==> src/alut_pkg.sv <==
//--------------------------------------
// address lookup table shared package
// register map, commands, table entry and
// request structs, hash function
//--------------------------------------

package alut_pkg;

   // table geometry
   localparam int ALUT_DEPTH = 8;
   localparam int ALUT_IDX_W = 3;

   // destination vector for frames to the switch itself
   localparam logic [4:0] D_PORT_HOST = 5'b1_0000;

   // apb word addresses
   typedef enum logic [6:0] {
      FRM_D_ADDR_L   = 7'h00,
      FRM_D_ADDR_U   = 7'h04,
      FRM_S_ADDR_L   = 7'h08,
      FRM_S_ADDR_U   = 7'h0c,
      S_PORT         = 7'h10,
      D_PORT         = 7'h14,
      MAC_ADDR_L     = 7'h18,
      MAC_ADDR_U     = 7'h1c,
      CUR_TIME       = 7'h20,
      BB_AGE         = 7'h24,
      DIV_CLK        = 7'h28,
      COMMAND        = 7'h2c,
      STATUS         = 7'h30,
      LST_INV_ADDR_L = 7'h34,
      LST_INV_ADDR_U = 7'h38,
      LST_INV_PORT   = 7'h3c
   } alut_reg_e;

   // command codes where 3 is ignored by both checkers
   typedef enum logic [1:0] {
      CMD_NONE        = 2'd0,
      CMD_CHECK_FRAME = 2'd1,
      CMD_INVAL_AGED  = 2'd2
   } alut_cmd_e;

   // frame under check
   typedef struct packed {
      logic [47:0] d_addr;
      logic [47:0] s_addr;
      logic [1:0]  s_port;
   } frame_req_t;

   // one table slot
   typedef struct packed {
      logic        valid;
      logic [47:0] addr;
      logic [1:0]  port;
      logic [31:0] stamp;   // time of learning
   } alut_entry_t;

   // last invalidated address and port
   typedef struct packed {
      logic [47:0] addr;
      logic [1:0]  port;
   } inval_rec_t;

   // table write request
   typedef struct packed {
      logic                  en;
      logic [ALUT_IDX_W-1:0] idx;
      alut_entry_t           entry;
   } mem_wr_t;

   // direct-mapped index from the low bits folded with bits 10:8
   function automatic logic [ALUT_IDX_W-1:0] alut_hash(input logic [47:0] addr);
      return addr[ALUT_IDX_W-1:0] ^ addr[8 +: ALUT_IDX_W];
   endfunction

endpackage

==> src/alut_reg_bank.sv <==
//--------------------------------------
// apb register bank for the lookup table
// read mux, frame and config registers,
// command pulse, last invalidated record
//--------------------------------------
`timescale 1ns/1ps

module alut_reg_bank
(
   input  logic                  pclk20,
   input  logic                  n_p_reset20,
   input  logic                  psel,
   input  logic                  penable,
   input  logic                  pwrite,
   input  logic [6:0]            paddr,
   input  logic [31:0]           pwdata,
   input  logic [31:0]           curr_time,
   input  logic                  add_check_active,
   input  logic                  age_check_active,
   input  logic                  inval_in_prog,
   input  logic                  reused,
   input  logic [4:0]            d_port,
   input  alut_pkg::inval_rec_t  inv_nrm,
   input  alut_pkg::inval_rec_t  inv_cmd,
   output alut_pkg::frame_req_t  req,
   output logic [47:0]           mac_addr,
   output logic [31:0]           best_bfr_age,
   output logic [7:0]            div_clk,
   output alut_pkg::alut_cmd_e   command,
   output logic [31:0]           prdata,
   output logic                  clear_reused
);

   logic                 read_en;    // setup phase of a read
   logic                 write_en;   // access phase of a write
   logic                 active;     // either checker busy
   alut_pkg::inval_rec_t lst_inv;

   assign read_en  = psel & ~penable & ~pwrite;
   assign write_en = psel & penable & pwrite;
   assign active   = add_check_active | age_check_active;

   // status read while idle clears the sticky reuse flag
   assign clear_reused = read_en & (paddr == alut_pkg::STATUS) & ~active;

   //--------------------------------------
   // registered read mux
   //--------------------------------------
   always_ff @(posedge pclk20 or negedge n_p_reset20)
   begin
      if (!n_p_reset20)
         prdata <= 32'd0;
      else if (read_en)
      begin
         case (paddr)
            alut_pkg::FRM_D_ADDR_L   : prdata <= req.d_addr[31:0];
            alut_pkg::FRM_D_ADDR_U   : prdata <= {16'd0, req.d_addr[47:32]};
            alut_pkg::FRM_S_ADDR_L   : prdata <= req.s_addr[31:0];
            alut_pkg::FRM_S_ADDR_U   : prdata <= {16'd0, req.s_addr[47:32]};
            alut_pkg::S_PORT         : prdata <= {30'd0, req.s_port};
            alut_pkg::D_PORT         : prdata <= {27'd0, d_port};
            alut_pkg::MAC_ADDR_L     : prdata <= mac_addr[31:0];
            alut_pkg::MAC_ADDR_U     : prdata <= {16'd0, mac_addr[47:32]};
            alut_pkg::CUR_TIME       : prdata <= curr_time;
            alut_pkg::BB_AGE         : prdata <= best_bfr_age;
            alut_pkg::DIV_CLK        : prdata <= {24'd0, div_clk};
            alut_pkg::STATUS         : prdata <= {29'd0, reused, inval_in_prog, active};
            alut_pkg::LST_INV_ADDR_L : prdata <= lst_inv.addr[31:0];
            alut_pkg::LST_INV_ADDR_U : prdata <= {16'd0, lst_inv.addr[47:32]};
            alut_pkg::LST_INV_PORT   : prdata <= {30'd0, lst_inv.port};
            default                  : prdata <= 32'd0;   // unmapped, command
         endcase
      end
      else
         prdata <= 32'd0;   // only valid in access phase
   end

   //--------------------------------------
   // writable registers
   //--------------------------------------
   always_ff @(posedge pclk20 or negedge n_p_reset20)
   begin
      if (!n_p_reset20)
      begin
         req          <= '0;
         mac_addr     <= 48'd0;
         best_bfr_age <= 32'hffff_ffff;   // nothing ages out by default
         div_clk      <= 8'd0;
      end
      else if (write_en)
      begin
         case (paddr)
            alut_pkg::FRM_D_ADDR_L : req.d_addr[31:0]  <= pwdata;
            alut_pkg::FRM_D_ADDR_U : req.d_addr[47:32] <= pwdata[15:0];
            alut_pkg::FRM_S_ADDR_L : req.s_addr[31:0]  <= pwdata;
            alut_pkg::FRM_S_ADDR_U : req.s_addr[47:32] <= pwdata[15:0];
            alut_pkg::S_PORT       : req.s_port        <= pwdata[1:0];
            alut_pkg::MAC_ADDR_L   : mac_addr[31:0]    <= pwdata;
            alut_pkg::MAC_ADDR_U   : mac_addr[47:32]   <= pwdata[15:0];
            alut_pkg::BB_AGE       : best_bfr_age      <= pwdata;
            alut_pkg::DIV_CLK      : div_clk           <= pwdata[7:0];
            default                : ;   // read-only or unmapped
         endcase
      end
   end

   // command lasts a single cycle
   always_ff @(posedge pclk20 or negedge n_p_reset20)
   begin
      if (!n_p_reset20)
         command <= alut_pkg::CMD_NONE;
      else if (command != alut_pkg::CMD_NONE)
         command <= alut_pkg::CMD_NONE;   // self clear
      else if (write_en && paddr == alut_pkg::COMMAND)
         command <= alut_pkg::alut_cmd_e'(pwdata[1:0]);
   end

   //--------------------------------------
   // last invalidated address and port
   //--------------------------------------
   // normal operation overwrite wins over an aging scan
   always_ff @(posedge pclk20 or negedge n_p_reset20)
   begin
      if (!n_p_reset20)
         lst_inv <= '0;
      else if (reused)
         lst_inv <= inv_nrm;   // slot taken over by a new source
      else if (inval_in_prog)
         lst_inv <= inv_cmd;   // dropped by the age scan
   end

endmodule

==> src/alut_timer.sv <==
//--------------------------------------
// time base for entry stamps
// prescaler and free running counter
//--------------------------------------
`timescale 1ns/1ps

module alut_timer
(
   input  logic        pclk20,
   input  logic        n_p_reset20,
   input  logic [7:0]  div_clk,
   output logic [31:0] curr_time
);

   logic [7:0] presc;   // counts 0 .. div_clk

   always_ff @(posedge pclk20 or negedge n_p_reset20)
   begin
      if (!n_p_reset20)
      begin
         presc     <= 8'd0;
         curr_time <= 32'd0;
      end
      else if (presc >= div_clk)   // also catches a smaller new divider
      begin
         presc     <= 8'd0;
         curr_time <= curr_time + 32'd1;   // one tick per div_clk+1 cycles
      end
      else
         presc <= presc + 8'd1;
   end

endmodule

==> src/alut_addr_check.sv <==
//--------------------------------------
// address checker stage
// learns the source, looks up destination,
// builds the destination port vector
//--------------------------------------
`timescale 1ns/1ps

module alut_addr_check
(
   input  logic                                 pclk20,
   input  logic                                 n_p_reset20,
   input  alut_pkg::alut_cmd_e                  command,
   input  alut_pkg::frame_req_t                 req,
   input  logic [47:0]                          mac_addr,
   input  logic [31:0]                          curr_time,
   input  logic                                 clear_reused,
   input  alut_pkg::alut_entry_t                rd_s_data,
   input  alut_pkg::alut_entry_t                rd_d_data,
   output logic [alut_pkg::ALUT_IDX_W-1:0]      rd_s_idx,
   output logic [alut_pkg::ALUT_IDX_W-1:0]      rd_d_idx,
   output alut_pkg::mem_wr_t                    wr,
   output logic                                 add_check_active,
   output logic [4:0]                           d_port,
   output logic                                 reused,
   output alut_pkg::inval_rec_t                 inv_nrm
);

   typedef enum logic [1:0] {
      CK_IDLE,
      CK_READ,    // latch both table slots
      CK_WRITE    // learn source, resolve destination
   } ck_state_e;

   ck_state_e             state;
   alut_pkg::alut_entry_t s_ent;        // slot the source maps to
   alut_pkg::alut_entry_t d_ent;        // slot the destination maps to
   logic [4:0]            d_port_nxt;
   logic [4:0]            flood;
   logic                  bcast;
   logic                  reuse_hit;

   assign rd_s_idx = alut_pkg::alut_hash(req.s_addr);
   assign rd_d_idx = alut_pkg::alut_hash(req.d_addr);

   assign add_check_active = (state != CK_IDLE);

   always_ff @(posedge pclk20 or negedge n_p_reset20)
   begin
      if (!n_p_reset20)
         state <= CK_IDLE;
      else
      begin
         case (state)
            CK_IDLE  : if (command == alut_pkg::CMD_CHECK_FRAME) state <= CK_READ;
            CK_READ  : state <= CK_WRITE;
            default  : state <= CK_IDLE;
         endcase
      end
   end

   // table slots latched in the read cycle
   always_ff @(posedge pclk20)
   begin
      if (state == CK_READ)
      begin
         s_ent <= rd_s_data;
         d_ent <= rd_d_data;
      end
   end

   // learned entry goes into the source slot
   always_comb
   begin
      wr             = '0;
      wr.en          = (state == CK_WRITE);
      wr.idx         = rd_s_idx;
      wr.entry.valid = 1'b1;
      wr.entry.addr  = req.s_addr;
      wr.entry.port  = req.s_port;
      wr.entry.stamp = curr_time;
   end

   //--------------------------------------
   // destination vector
   //--------------------------------------
   assign bcast = &req.d_addr;
   assign flood = 5'b0_1111 & ~(5'b0_0001 << req.s_port);   // all but source

   always_comb
   begin
      if (req.d_addr == mac_addr)
         d_port_nxt = alut_pkg::D_PORT_HOST;
      else if (!bcast && d_ent.valid && d_ent.addr == req.d_addr)
         d_port_nxt = 5'b0_0001 << d_ent.port;   // known station
      else
         d_port_nxt = flood;                     // miss or broadcast
   end

   // source slot held some other station
   assign reuse_hit = s_ent.valid && (s_ent.addr != req.s_addr);

   always_ff @(posedge pclk20 or negedge n_p_reset20)
   begin
      if (!n_p_reset20)
      begin
         d_port  <= 5'd0;
         reused  <= 1'b0;
         inv_nrm <= '0;
      end
      else if (state == CK_WRITE)
      begin
         d_port <= d_port_nxt;
         if (reuse_hit)
         begin
            reused       <= 1'b1;
            inv_nrm.addr <= s_ent.addr;
            inv_nrm.port <= s_ent.port;
         end
      end
      else if (clear_reused)
         reused <= 1'b0;   // sticky until status read
   end

endmodule

==> src/alut_age_check.sv <==
//--------------------------------------
// age checker stage
// scans all slots, drops stale entries
//--------------------------------------
`timescale 1ns/1ps

module alut_age_check
(
   input  logic                                 pclk20,
   input  logic                                 n_p_reset20,
   input  alut_pkg::alut_cmd_e                  command,
   input  logic [31:0]                          best_bfr_age,
   input  logic [31:0]                          curr_time,
   input  alut_pkg::alut_entry_t                rd_data,
   output logic [alut_pkg::ALUT_IDX_W-1:0]      rd_idx,
   output alut_pkg::mem_wr_t                    wr,
   output logic                                 age_check_active,
   output logic                                 inval_in_prog,
   output alut_pkg::inval_rec_t                 inv_cmd
);

   typedef enum logic {
      AG_IDLE,
      AG_SCAN
   } ag_state_e;

   ag_state_e                       state;
   logic [alut_pkg::ALUT_IDX_W-1:0] idx;     // slot under test
   logic [31:0]                     age;     // wraps modulo 2^32
   logic                            drop;

   assign rd_idx           = idx;
   assign age_check_active = (state == AG_SCAN);

   assign age  = curr_time - rd_data.stamp;
   assign drop = (state == AG_SCAN) && rd_data.valid && (age > best_bfr_age);

   // clear valid, keep the rest of the slot
   always_comb
   begin
      wr             = '0;
      wr.en          = drop;
      wr.idx         = idx;
      wr.entry       = rd_data;
      wr.entry.valid = 1'b0;
   end

   always_ff @(posedge pclk20 or negedge n_p_reset20)
   begin
      if (!n_p_reset20)
      begin
         state <= AG_IDLE;
         idx   <= '0;
      end
      else if (state == AG_IDLE)
      begin
         idx <= '0;
         if (command == alut_pkg::CMD_INVAL_AGED)
            state <= AG_SCAN;
      end
      else
      begin
         idx <= idx + 1'b1;
         if (idx == alut_pkg::ALUT_IDX_W'(alut_pkg::ALUT_DEPTH - 1))
            state <= AG_IDLE;   // last slot done
      end
   end

   // in-progress trails the scan by a cycle so the
   // record of the final slot still gets captured
   always_ff @(posedge pclk20 or negedge n_p_reset20)
   begin
      if (!n_p_reset20)
      begin
         inval_in_prog <= 1'b0;
         inv_cmd       <= '0;
      end
      else
      begin
         inval_in_prog <= (state == AG_SCAN);
         if (drop)
         begin
            inv_cmd.addr <= rd_data.addr;
            inv_cmd.port <= rd_data.port;
         end
      end
   end

endmodule

==> src/alut_mem.sv <==
//--------------------------------------
// lookup table storage
// 8 slots, three reads, one write port
//--------------------------------------
`timescale 1ns/1ps

module alut_mem
(
   input  logic                                 pclk20,
   input  logic                                 n_p_reset20,
   input  logic [alut_pkg::ALUT_IDX_W-1:0]      ac_s_idx,
   input  logic [alut_pkg::ALUT_IDX_W-1:0]      ac_d_idx,
   input  logic [alut_pkg::ALUT_IDX_W-1:0]      ag_idx,
   input  alut_pkg::mem_wr_t                    ac_wr,
   input  alut_pkg::mem_wr_t                    ag_wr,
   output alut_pkg::alut_entry_t                ac_s_data,
   output alut_pkg::alut_entry_t                ac_d_data,
   output alut_pkg::alut_entry_t                ag_data
);

   alut_pkg::alut_entry_t tbl [alut_pkg::ALUT_DEPTH];

   // combinational reads
   assign ac_s_data = tbl[ac_s_idx];
   assign ac_d_data = tbl[ac_d_idx];
   assign ag_data   = tbl[ag_idx];

   always_ff @(posedge pclk20 or negedge n_p_reset20)
   begin
      if (!n_p_reset20)
      begin
         for (int i = 0; i < alut_pkg::ALUT_DEPTH; i++)
            tbl[i] <= '0;   // all slots invalid
      end
      else if (ac_wr.en)
         tbl[ac_wr.idx] <= ac_wr.entry;   // address checker first
      else if (ag_wr.en)
         tbl[ag_wr.idx] <= ag_wr.entry;
   end

endmodule

==> src/alut_top.sv <==
//--------------------------------------
// address lookup table top level
// reg bank, timer, checkers, table
//--------------------------------------
`timescale 1ns/1ps

module alut_top
(
   input  logic        pclk20,
   input  logic        n_p_reset20,
   input  logic        psel,
   input  logic        penable,
   input  logic        pwrite,
   input  logic [6:0]  paddr,
   input  logic [31:0] pwdata,
   output logic [31:0] prdata
);

   alut_pkg::frame_req_t            req;
   logic [47:0]                     mac_addr;
   logic [31:0]                     best_bfr_age;
   logic [7:0]                      div_clk;
   alut_pkg::alut_cmd_e             command;
   logic                            clear_reused;
   logic [31:0]                     curr_time;
   logic                            add_check_active;
   logic                            age_check_active;
   logic                            inval_in_prog;
   logic                            reused;
   logic [4:0]                      d_port;
   alut_pkg::inval_rec_t            inv_nrm;
   alut_pkg::inval_rec_t            inv_cmd;
   logic [alut_pkg::ALUT_IDX_W-1:0] ac_s_idx;
   logic [alut_pkg::ALUT_IDX_W-1:0] ac_d_idx;
   logic [alut_pkg::ALUT_IDX_W-1:0] ag_idx;
   alut_pkg::mem_wr_t               ac_wr;
   alut_pkg::mem_wr_t               ag_wr;
   alut_pkg::alut_entry_t           ac_s_data;
   alut_pkg::alut_entry_t           ac_d_data;
   alut_pkg::alut_entry_t           ag_data;

   alut_reg_bank alut_reg_bank_i (
      .pclk20, .n_p_reset20, .psel, .penable, .pwrite, .paddr, .pwdata,
      .curr_time, .add_check_active, .age_check_active, .inval_in_prog,
      .reused, .d_port, .inv_nrm, .inv_cmd, .req, .mac_addr,
      .best_bfr_age, .div_clk, .command, .prdata, .clear_reused
   );

   alut_timer alut_timer_i (.pclk20, .n_p_reset20, .div_clk, .curr_time);

   // learn and lookup
   alut_addr_check alut_addr_check_i (
      .pclk20, .n_p_reset20, .command, .req, .mac_addr, .curr_time,
      .clear_reused, .rd_s_data(ac_s_data), .rd_d_data(ac_d_data),
      .rd_s_idx(ac_s_idx), .rd_d_idx(ac_d_idx), .wr(ac_wr),
      .add_check_active, .d_port, .reused, .inv_nrm
   );

   // aging scan
   alut_age_check alut_age_check_i (
      .pclk20, .n_p_reset20, .command, .best_bfr_age, .curr_time,
      .rd_data(ag_data), .rd_idx(ag_idx), .wr(ag_wr),
      .age_check_active, .inval_in_prog, .inv_cmd
   );

   alut_mem alut_mem_i (
      .pclk20, .n_p_reset20, .ac_s_idx, .ac_d_idx, .ag_idx,
      .ac_wr, .ag_wr, .ac_s_data, .ac_d_data, .ag_data
   );

endmodule

==> config.mk <==
export PLATFORM = sky130hd
export DESIGN_NAME = alut_top
export DESIGN_NICKNAME = d
export VERILOG_FILES = /design/src/alut_pkg.sv /design/src/alut_reg_bank.sv /design/src/alut_timer.sv /design/src/alut_addr_check.sv /design/src/alut_age_check.sv /design/src/alut_mem.sv /design/src/alut_top.sv
export SDC_FILE = /design/constraint.sdc
export NUM_CORES = 2
export LEC_CHECK = 0
export BUFFER_PORTS_ARGS = -buffer_cell sky130_fd_sc_hd__buf_2
export CORE_MARGIN = 4
export CORE_UTILIZATION = 31
export DETAILED_ROUTE_END_ITERATION = 8
export GPL_TIMING_DRIVEN = 0
export PLACE_DENSITY = 0.49
export SLEW_MARGIN = 20
export SYNTH_ARGS = -nofsm -noshare
export SYNTH_HDL_FRONTEND = slang
export SYNTH_SLANG_ARGS = --single-unit
==> constraint.sdc <==
create_clock -name pclk20 -period 8.7 [get_ports pclk20]
set_clock_uncertainty 0.05 [all_clocks]
set_input_delay 1.74 -clock pclk20 [delete_from_list [all_inputs] [get_ports pclk20]]
set_output_delay 1.74 -clock pclk20 [all_outputs]
set_load 0.1 [all_outputs]
==> Word-level counts from Yosys, hierarchy flattened <==
Cells that the tools add are included.
Widths: inputs -> output; s select.
{ "totals": {"out_inout_bits": 32, "inputBits": 44, "wordCells": 181, "ff_bits": 1189} }
{ "op_classes": {"reduce_logical": 29, "add_sub_neg": 4, "mux": 35, "n_shift": 2, "eq_ne": 25, "magnitude_cmp": 7, "bitwise_logic": 16} }
{ "op_table": {"columns": ["operator", "n"], "rows": [
  ["$bwmux 664", 2],
  ["$mux 664", 2],
  ["$bmux 83 s3", 3],
  ["$mux 83", 8],
  ["$demux 83 s3", 2],
  ["$pmux 32 s15", 1],
  ["$mux 50", 2],
  ["$eq 48x48->1", 2],
  ["$eq 7x6->1 const B", 8],
  ["$ne 48x48->1", 1],
  ["$reduce_and 48->1", 1],
  ["$add 32x1->32 const B", 1],
  ["$gt 32x32->1", 1],
  ["$mux 32", 1],
  ["$sub 32x32->32", 1],
  ["$eq 7x5->1 const B", 4],
  ["$reduce_and 2->1", 11],
  ["$eq 7x4->1 const B", 2],
  ["$ge 4x4->1 const B", 3],
  ["$not 3->4", 3],
  ["$reduce_bool 2->1", 6],
  ["$mux 5", 2],
  ["$add 8x1->8 const B", 1],
  ["$ge 8x8->1", 1],
  ["23 further kinds", 49]
]} }

==> Depth between registers and ports, before layout <==
{ "logic_depth": {"ltp_word": 9, "depth_mapped": 31, "depth_no_buf": 25} }

==> Modules after synthesis <==
From an unflattened synthesis, not the netlist that was laid out.
{ "unflattened": {"cells_unflattened": 5753, "hier_area_um2": 71855.2} }
{ "modules_own_cells": {"columns": ["module", "cells_per_inst", "seq_area_each_um2", "area_each_um2", "instances"], "rows": [
  ["alut_mem", 3408, 16615.9, 43929.6, 1],
  ["alut_reg_bank", 1008, 6796.5, 12936.2, 1],
  ["alut_addr_check", 564, 4514.3, 7708.6, 1],
  ["alut_age_check", 576, 1376.3, 5168.7, 1],
  ["alut_timer", 197, 1001.0, 2112.0, 1]
]} }

==> Worst setup path after synthesis <==
Ideal clock, no wire load.
{ "synth_path": {"path_kind": "reg-to-reg", "start": "register alut_age_check_i.idx (netlist bit alut_age_check_i.rd_idx[2])", "end": "register alut_mem_i.tbl[113] in the netlist's numbering", "arrival_time_ns": 6.121, "period_less_slack_ns": 6.292, "n_path_buf": 7, "path_stages_with_launch": 31, "setup_time_ns": 0.121, "required_ns": 8.529, "slack_ns": 2.408, "path_cell_list": "dfrtp_1 > buf_4 > nor2b_1 > nor2b_1 > clkbuf_1 > clkbuf_1 > a22oi_1 > and4_1 > clkbuf_1 > inv_1 > ha_1 > inv_1 > fa_1 > a211oi_1 > o21ai_0 > a22o_1 > a211oi_1 > o2bb2ai_1 > o21bai_1 > a21oi_1 > xor2_1 > ha_1 > nand4_1 > or3_1 > o311a_2 > nor2_1 > a41oi_4 > buf_6 > buf_4 > buf_2 > a22o_1"} }
{ "synth_between": {"elab_chain_cells": 8, "word_cells_on_any_way": 17, "classes_between": "add/sub (1); order compare (3); mux (8); bitwise (1); reduce/logical (4)"} }
{ "synth_rtl": {"columns": ["item", "line", "rtl"], "rows": [
  ["from (decl)", "alut_age_check.sv:28", "logic [alut_pkg::ALUT_IDX_W-1:0] idx;"],
  ["from (signal assigned)", "alut_age_check.sv:63", "idx <= idx + 1'b1;"],
  ["$not 3->4 (implied by the code) (*)", "alut_mem.sv:26, alut_mem.sv:38", null],
  ["$bmux 83 s3 (tied with other cells)", "alut_mem.sv:26", "assign ag_data = tbl[ag_idx];"],
  ["$mux 83 (implied by the code) / $logic_and 1x1->1 (equally long branches)", "alut_mem.sv:26, alut_mem.sv:38", null],
  ["$mux 83 (on tied branches)", "alut_mem.sv:26, alut_mem.sv:38", null],
  ["$sub 32x32->32 / $demux 83 s3 (equally long branches)", "alut_age_check.sv:35, alut_mem.sv:38", null],
  ["$gt 32x32->1 / $bwmux 664 (equally long branches)", "alut_age_check.sv:36, alut_mem.sv:38", null],
  ["$logic_and 1x1->1 / $mux 664 (equally long branches)", "alut_age_check.sv:36, alut_mem.sv:37", null],
  ["$reduce_bool 2->1 (no line) / $mux 664 (equally long branches)", null, null],
  ["to (signal, indexed assignment)", "alut_mem.sv:36", "tbl[ac_wr.idx] <= ac_wr.entry;"],
  ["to (signal, indexed assignment)", "alut_mem.sv:38", "tbl[ag_wr.idx] <= ag_wr.entry;"],
  ["to (decl)", "alut_mem.sv:21", "alut_pkg::alut_entry_t tbl [alut_pkg::ALUT_DEPTH];"]
]} }
Mark *: on every way between the ends. The rest lies on a longest branch, timed or not. The select of a mux whose other input is x is not followed.
A chain may end at the register's enable or synchronous reset.

==> Worst setup path after layout <==
{ "layout_path": {"start": "register alut_age_check_i.idx (netlist bit alut_age_check_i.rd_idx[2])", "end": "register alut_mem_i.tbl[121] in the netlist's numbering"} }
Same word-level chain as after synthesis.

==> flow_metrics.py <==
metrics = {
    "outcome": {
        "status": "completed",
    },
    "die": {
        "ios": 76,
        "die_w_um": 465,
        "dieArea_mm2": 0.216,
        "std_cell_rows": 167,
        "core_mm2": 0.207,
        "start_util": 0.312,
        "die_y_um": 465,
    },
    "synthesis": {
        "ys_ff_latch": 1189,
        "netlist_area_mm2": 0.0648,
        "synth_fp_nets": 6143,
        "yosysTopAreaCell": "dfrtp_1",
        "yosys_warnings": 0,
        "synth.distinct_cells": 68,
        "syn_area_per_cell_um2": 10.8,
        "synthTopCellsByArea": "dfrtp_1, a22o_1, mux4_2",
        "synth_top_flop_cell": "dfrtp_1",
        "ys_seq_area_frac": 0.468,
        "synthCells": 6022,
        "async_flop_share": 0.914,
        "synth-edff-count": 102,
        "netlist.area_leader.share": 0.408,
    },
    "worst_setup_path": {
        "arrival_ps": 9350,
        "crit_path_top_delay_cell": "a211oi_2",
        "startpoint_type": "flip-flop",
        "endpoint_kind": "flip-flop",
        "reg2reg_to": "alut_mem_i.tbl[121]",
        "critPathMaxStageDelay_ps": 860,
        "critical_path_required_ps": 9380,
        "critical_path_class": "flip-flop to flip-flop",
        "path_buf_inv": 9,
        "rr_startpoint": "alut_age_check_i.rd_idx[2]",
        "ff2ff_setup_slack_ps": 30,
        "reg2reg_depth": 26,
        "path_max_fanout": 10,
        "path_delay_family": "compound AO/OA/AOI/OAI gates",
    },
    "power_and_ir_drop": {
        "ir_drop_v": 0.000206,
        "power_density_mw_per_mm2": 187,
        "leakage_nw": 30.5,
    },
    "cts": {
        "clk_pin_slew_ps": 60,
        "postCtsSetupBuffers": 0,
        "cts.path.max_buffers": 3,
        "clock_latency_ps": 840,
        "htree_levels": 4,
        "cts_made_buffers": 139,
        "cts_tree": "built",
        "hold_buffers": 0,
        "clock-sinks": 1189,
        "cts_root_buf": "clkbuf_16",
    },
    "place": {
        "numPortBuffers": 71,
        "dp_hpwl_um": 249000,
        "dpl.cell_count": 8915,
        "gp_congestion": 1.03,
    },
    "global_routing": {
        "antenna_found_initial": 44,
        "grt_pass1_vias": 56300,
        "grt_overflow": 0,
        "grt_max_degree": 129,
        "track_usage": 0.316,
        "grt_pass1_wl_um": 479000,
    },
    "cells_and_area": {
        "fin_nets": 6388,
        "drive_above_1_share": 0.180,
        "final-instance-count-excl-fill": 9187,
        "final_cell_mix": "dfrtp_1, nand2_1, o21ai_0, a22o_1, clkbuf_1",
        "n_fill_cell": 20700,
        "layout_commonest_cell": "dfrtp_1",
        "syn2layout_area_growth_pct": 15.0,
    },
    "hold_path": {
        "worstHoldEndpoint": "alut_reg_bank_i.lst_inv[30]",
        "min_from": "alut_addr_check_i.inv_nrm[30]",
        "hp-class": "flip-flop to flip-flop",
        "min_delay_path_depth": 2,
    },
    "timing": {
        "finalHoldViolations": 0,
        "tightest_slew_ps": 1300,
        "fin_crit_ps": 8670,
        "min_period_over_period": 0.996,
        "setup_tns_ps": 0,
        "setup_viol": 0,
        "max_freq_mhz": 115,
        "slew_viol_final": 0,
        "rsz0062_at_grt": "no",
        "max_slew_margin": 0.136,
        "whs_ps": 427,
    },
    "drt": {
        "routedWlPerCell_um": 38.4,
        "drtIter0Drc": 9900,
        "vias": 59600,
        "ant_nets": 0,
        "drc": 0,
        "viasPerCell": 6.48,
        "firstDrtPassIters": 8,
        "drt-total-wl_um": 353000,
    },
    "job": {
        "drv_cap": 0,
    },
}
-- flip-flops by register name, summed over array words and instances (netlist names) --
register,cells
alut_addr_check_i.d_ent,51
alut_addr_check_i.d_port,5
alut_addr_check_i.inv_nrm,50
alut_addr_check_i.reused,1
alut_addr_check_i.s_ent,51
alut_addr_check_i.state,2
alut_age_check_i.age_check_active,1
alut_age_check_i.inv_cmd,50
alut_age_check_i.inval_in_prog,1
alut_age_check_i.rd_idx,3
alut_mem_i.tbl,664
alut_reg_bank_i.best_bfr_age,32
alut_reg_bank_i.command,2
alut_reg_bank_i.div_clk,8
alut_reg_bank_i.lst_inv,50
alut_reg_bank_i.mac_addr,48
alut_reg_bank_i.prdata,32
alut_reg_bank_i.req,98
alut_timer_i.curr_time,32
alut_timer_i.presc,8
-- worst max path at each step --
stage	startpoint	endpoint	slack, ps	cells past startpoint
global placement	n_p_reset20	alut_reg_bank_i.req[63]	-20100	1
detailed placement	alut_age_check_i.rd_idx[0]	alut_mem_i.tbl[472]	-1030	27
finish	alut_age_check_i.rd_idx[2]	alut_mem_i.tbl[121]	30	26
global route	alut_age_check_i.rd_idx[2]	alut_mem_i.tbl[335]	3	30
floorplan	alut_age_check_i.rd_idx[2]	alut_mem_i.tbl[113]	2410	30
CTS	alut_age_check_i.rd_idx[0]	alut_mem_i.tbl[470]	20	27
-- logic make-up after synthesis --
kind of cell / count (synthesis) / synth area share
AO/OA/AOI/OAI: 2040 / 0.221
XOR/XNOR: 207 / 0.0280
adder cells (fa/ha/maj): 77 / 0.0150
buffers and inverters: 727 / 0.0470
flip-flops: 1189 / 0.468
multiplexers: 596 / 0.138
AND/OR/NAND/NOR: 1186 / 0.0826
-- tightest hold or removal path: stages (launching register included) --
cell	delay, ps
dfrtp_1	340
nand2_1	50
o21ai_0	60
-- per-layer routing --
metal	vias up	part of all wire	GRT usage
met4	26	0.073	0.189
li1	23200	-	-
met1	30400	0.38	0.406
met5	-	0.00083	0
met3	1188	0.14	0.133
met2	4793	0.41	0.440
-- what timing repair did --
| action | in CTS | in global routing |
|---|---|---|
| endpoints found under the setup margin | 714 | 700 |
| pin swaps | 0 | 2 |
| gates resized for setup | 42 | 23 |
-- area by class of cell --
cell class / instances / area (µm²) / area share
clock buffers: 200 / 4040 / 0.0542
well taps: 2788 / 3490 / 0.0468
diodes: 23 / 57.6 / 0.000773
flip-flops and latches: 1189 / 30300 / 0.407
clock inverters: 50 / 684 / 0.00919
multi-input cells: 4106 / 31600 / 0.424
repair buffers: 105 / 1150 / 0.0154
plain buffers: 662 / 2960 / 0.0398
inverters: 64 / 240 / 0.00323
-- synth_stat cells, types with 62 or more instances --
cell	n
dfrtp_1	1055
nand2_1	812
o21ai_0	777
a22o_1	683
clkbuf_1	489
mux2_2	336
a22oi_1	307
mux4_2	205
xnor2_1	132
edfxtp_1	102
buf_2	79
ha_1	76
xor2_1	75
and4_1	74
a21oi_1	69
a222oi_1	67
nor2_1	67
inv_1	64
buf_1	62
-- power by group --
| group | switching, mW | internal, mW |
|---|---|---|
| registers | 0.0803 | 5.64 |
| logic | 1.34 | 0.610 |
| clock network | 2.73 | 3.53 |
| total | 4.15 | 9.78 |
-- per-stage QoR --
stage / util / total power, mW / setup slack [ps] / area [µm²]
detailed placement: 0.335 / 7.66 / -1030 / 69600
floorplan: - / 6.81 / 2410 / 64800
finish: 0.359 / 13.9 / 33.4 / 74500
CTS: 0.358 / 13.8 / 22.8 / 74400
global route: 0.359 / 14.2 / 3.13 / 74400
global placement: 0.331 / 7.64 / -20100 / 68600
Note: power is estimated with default switching activity, not from simulation.
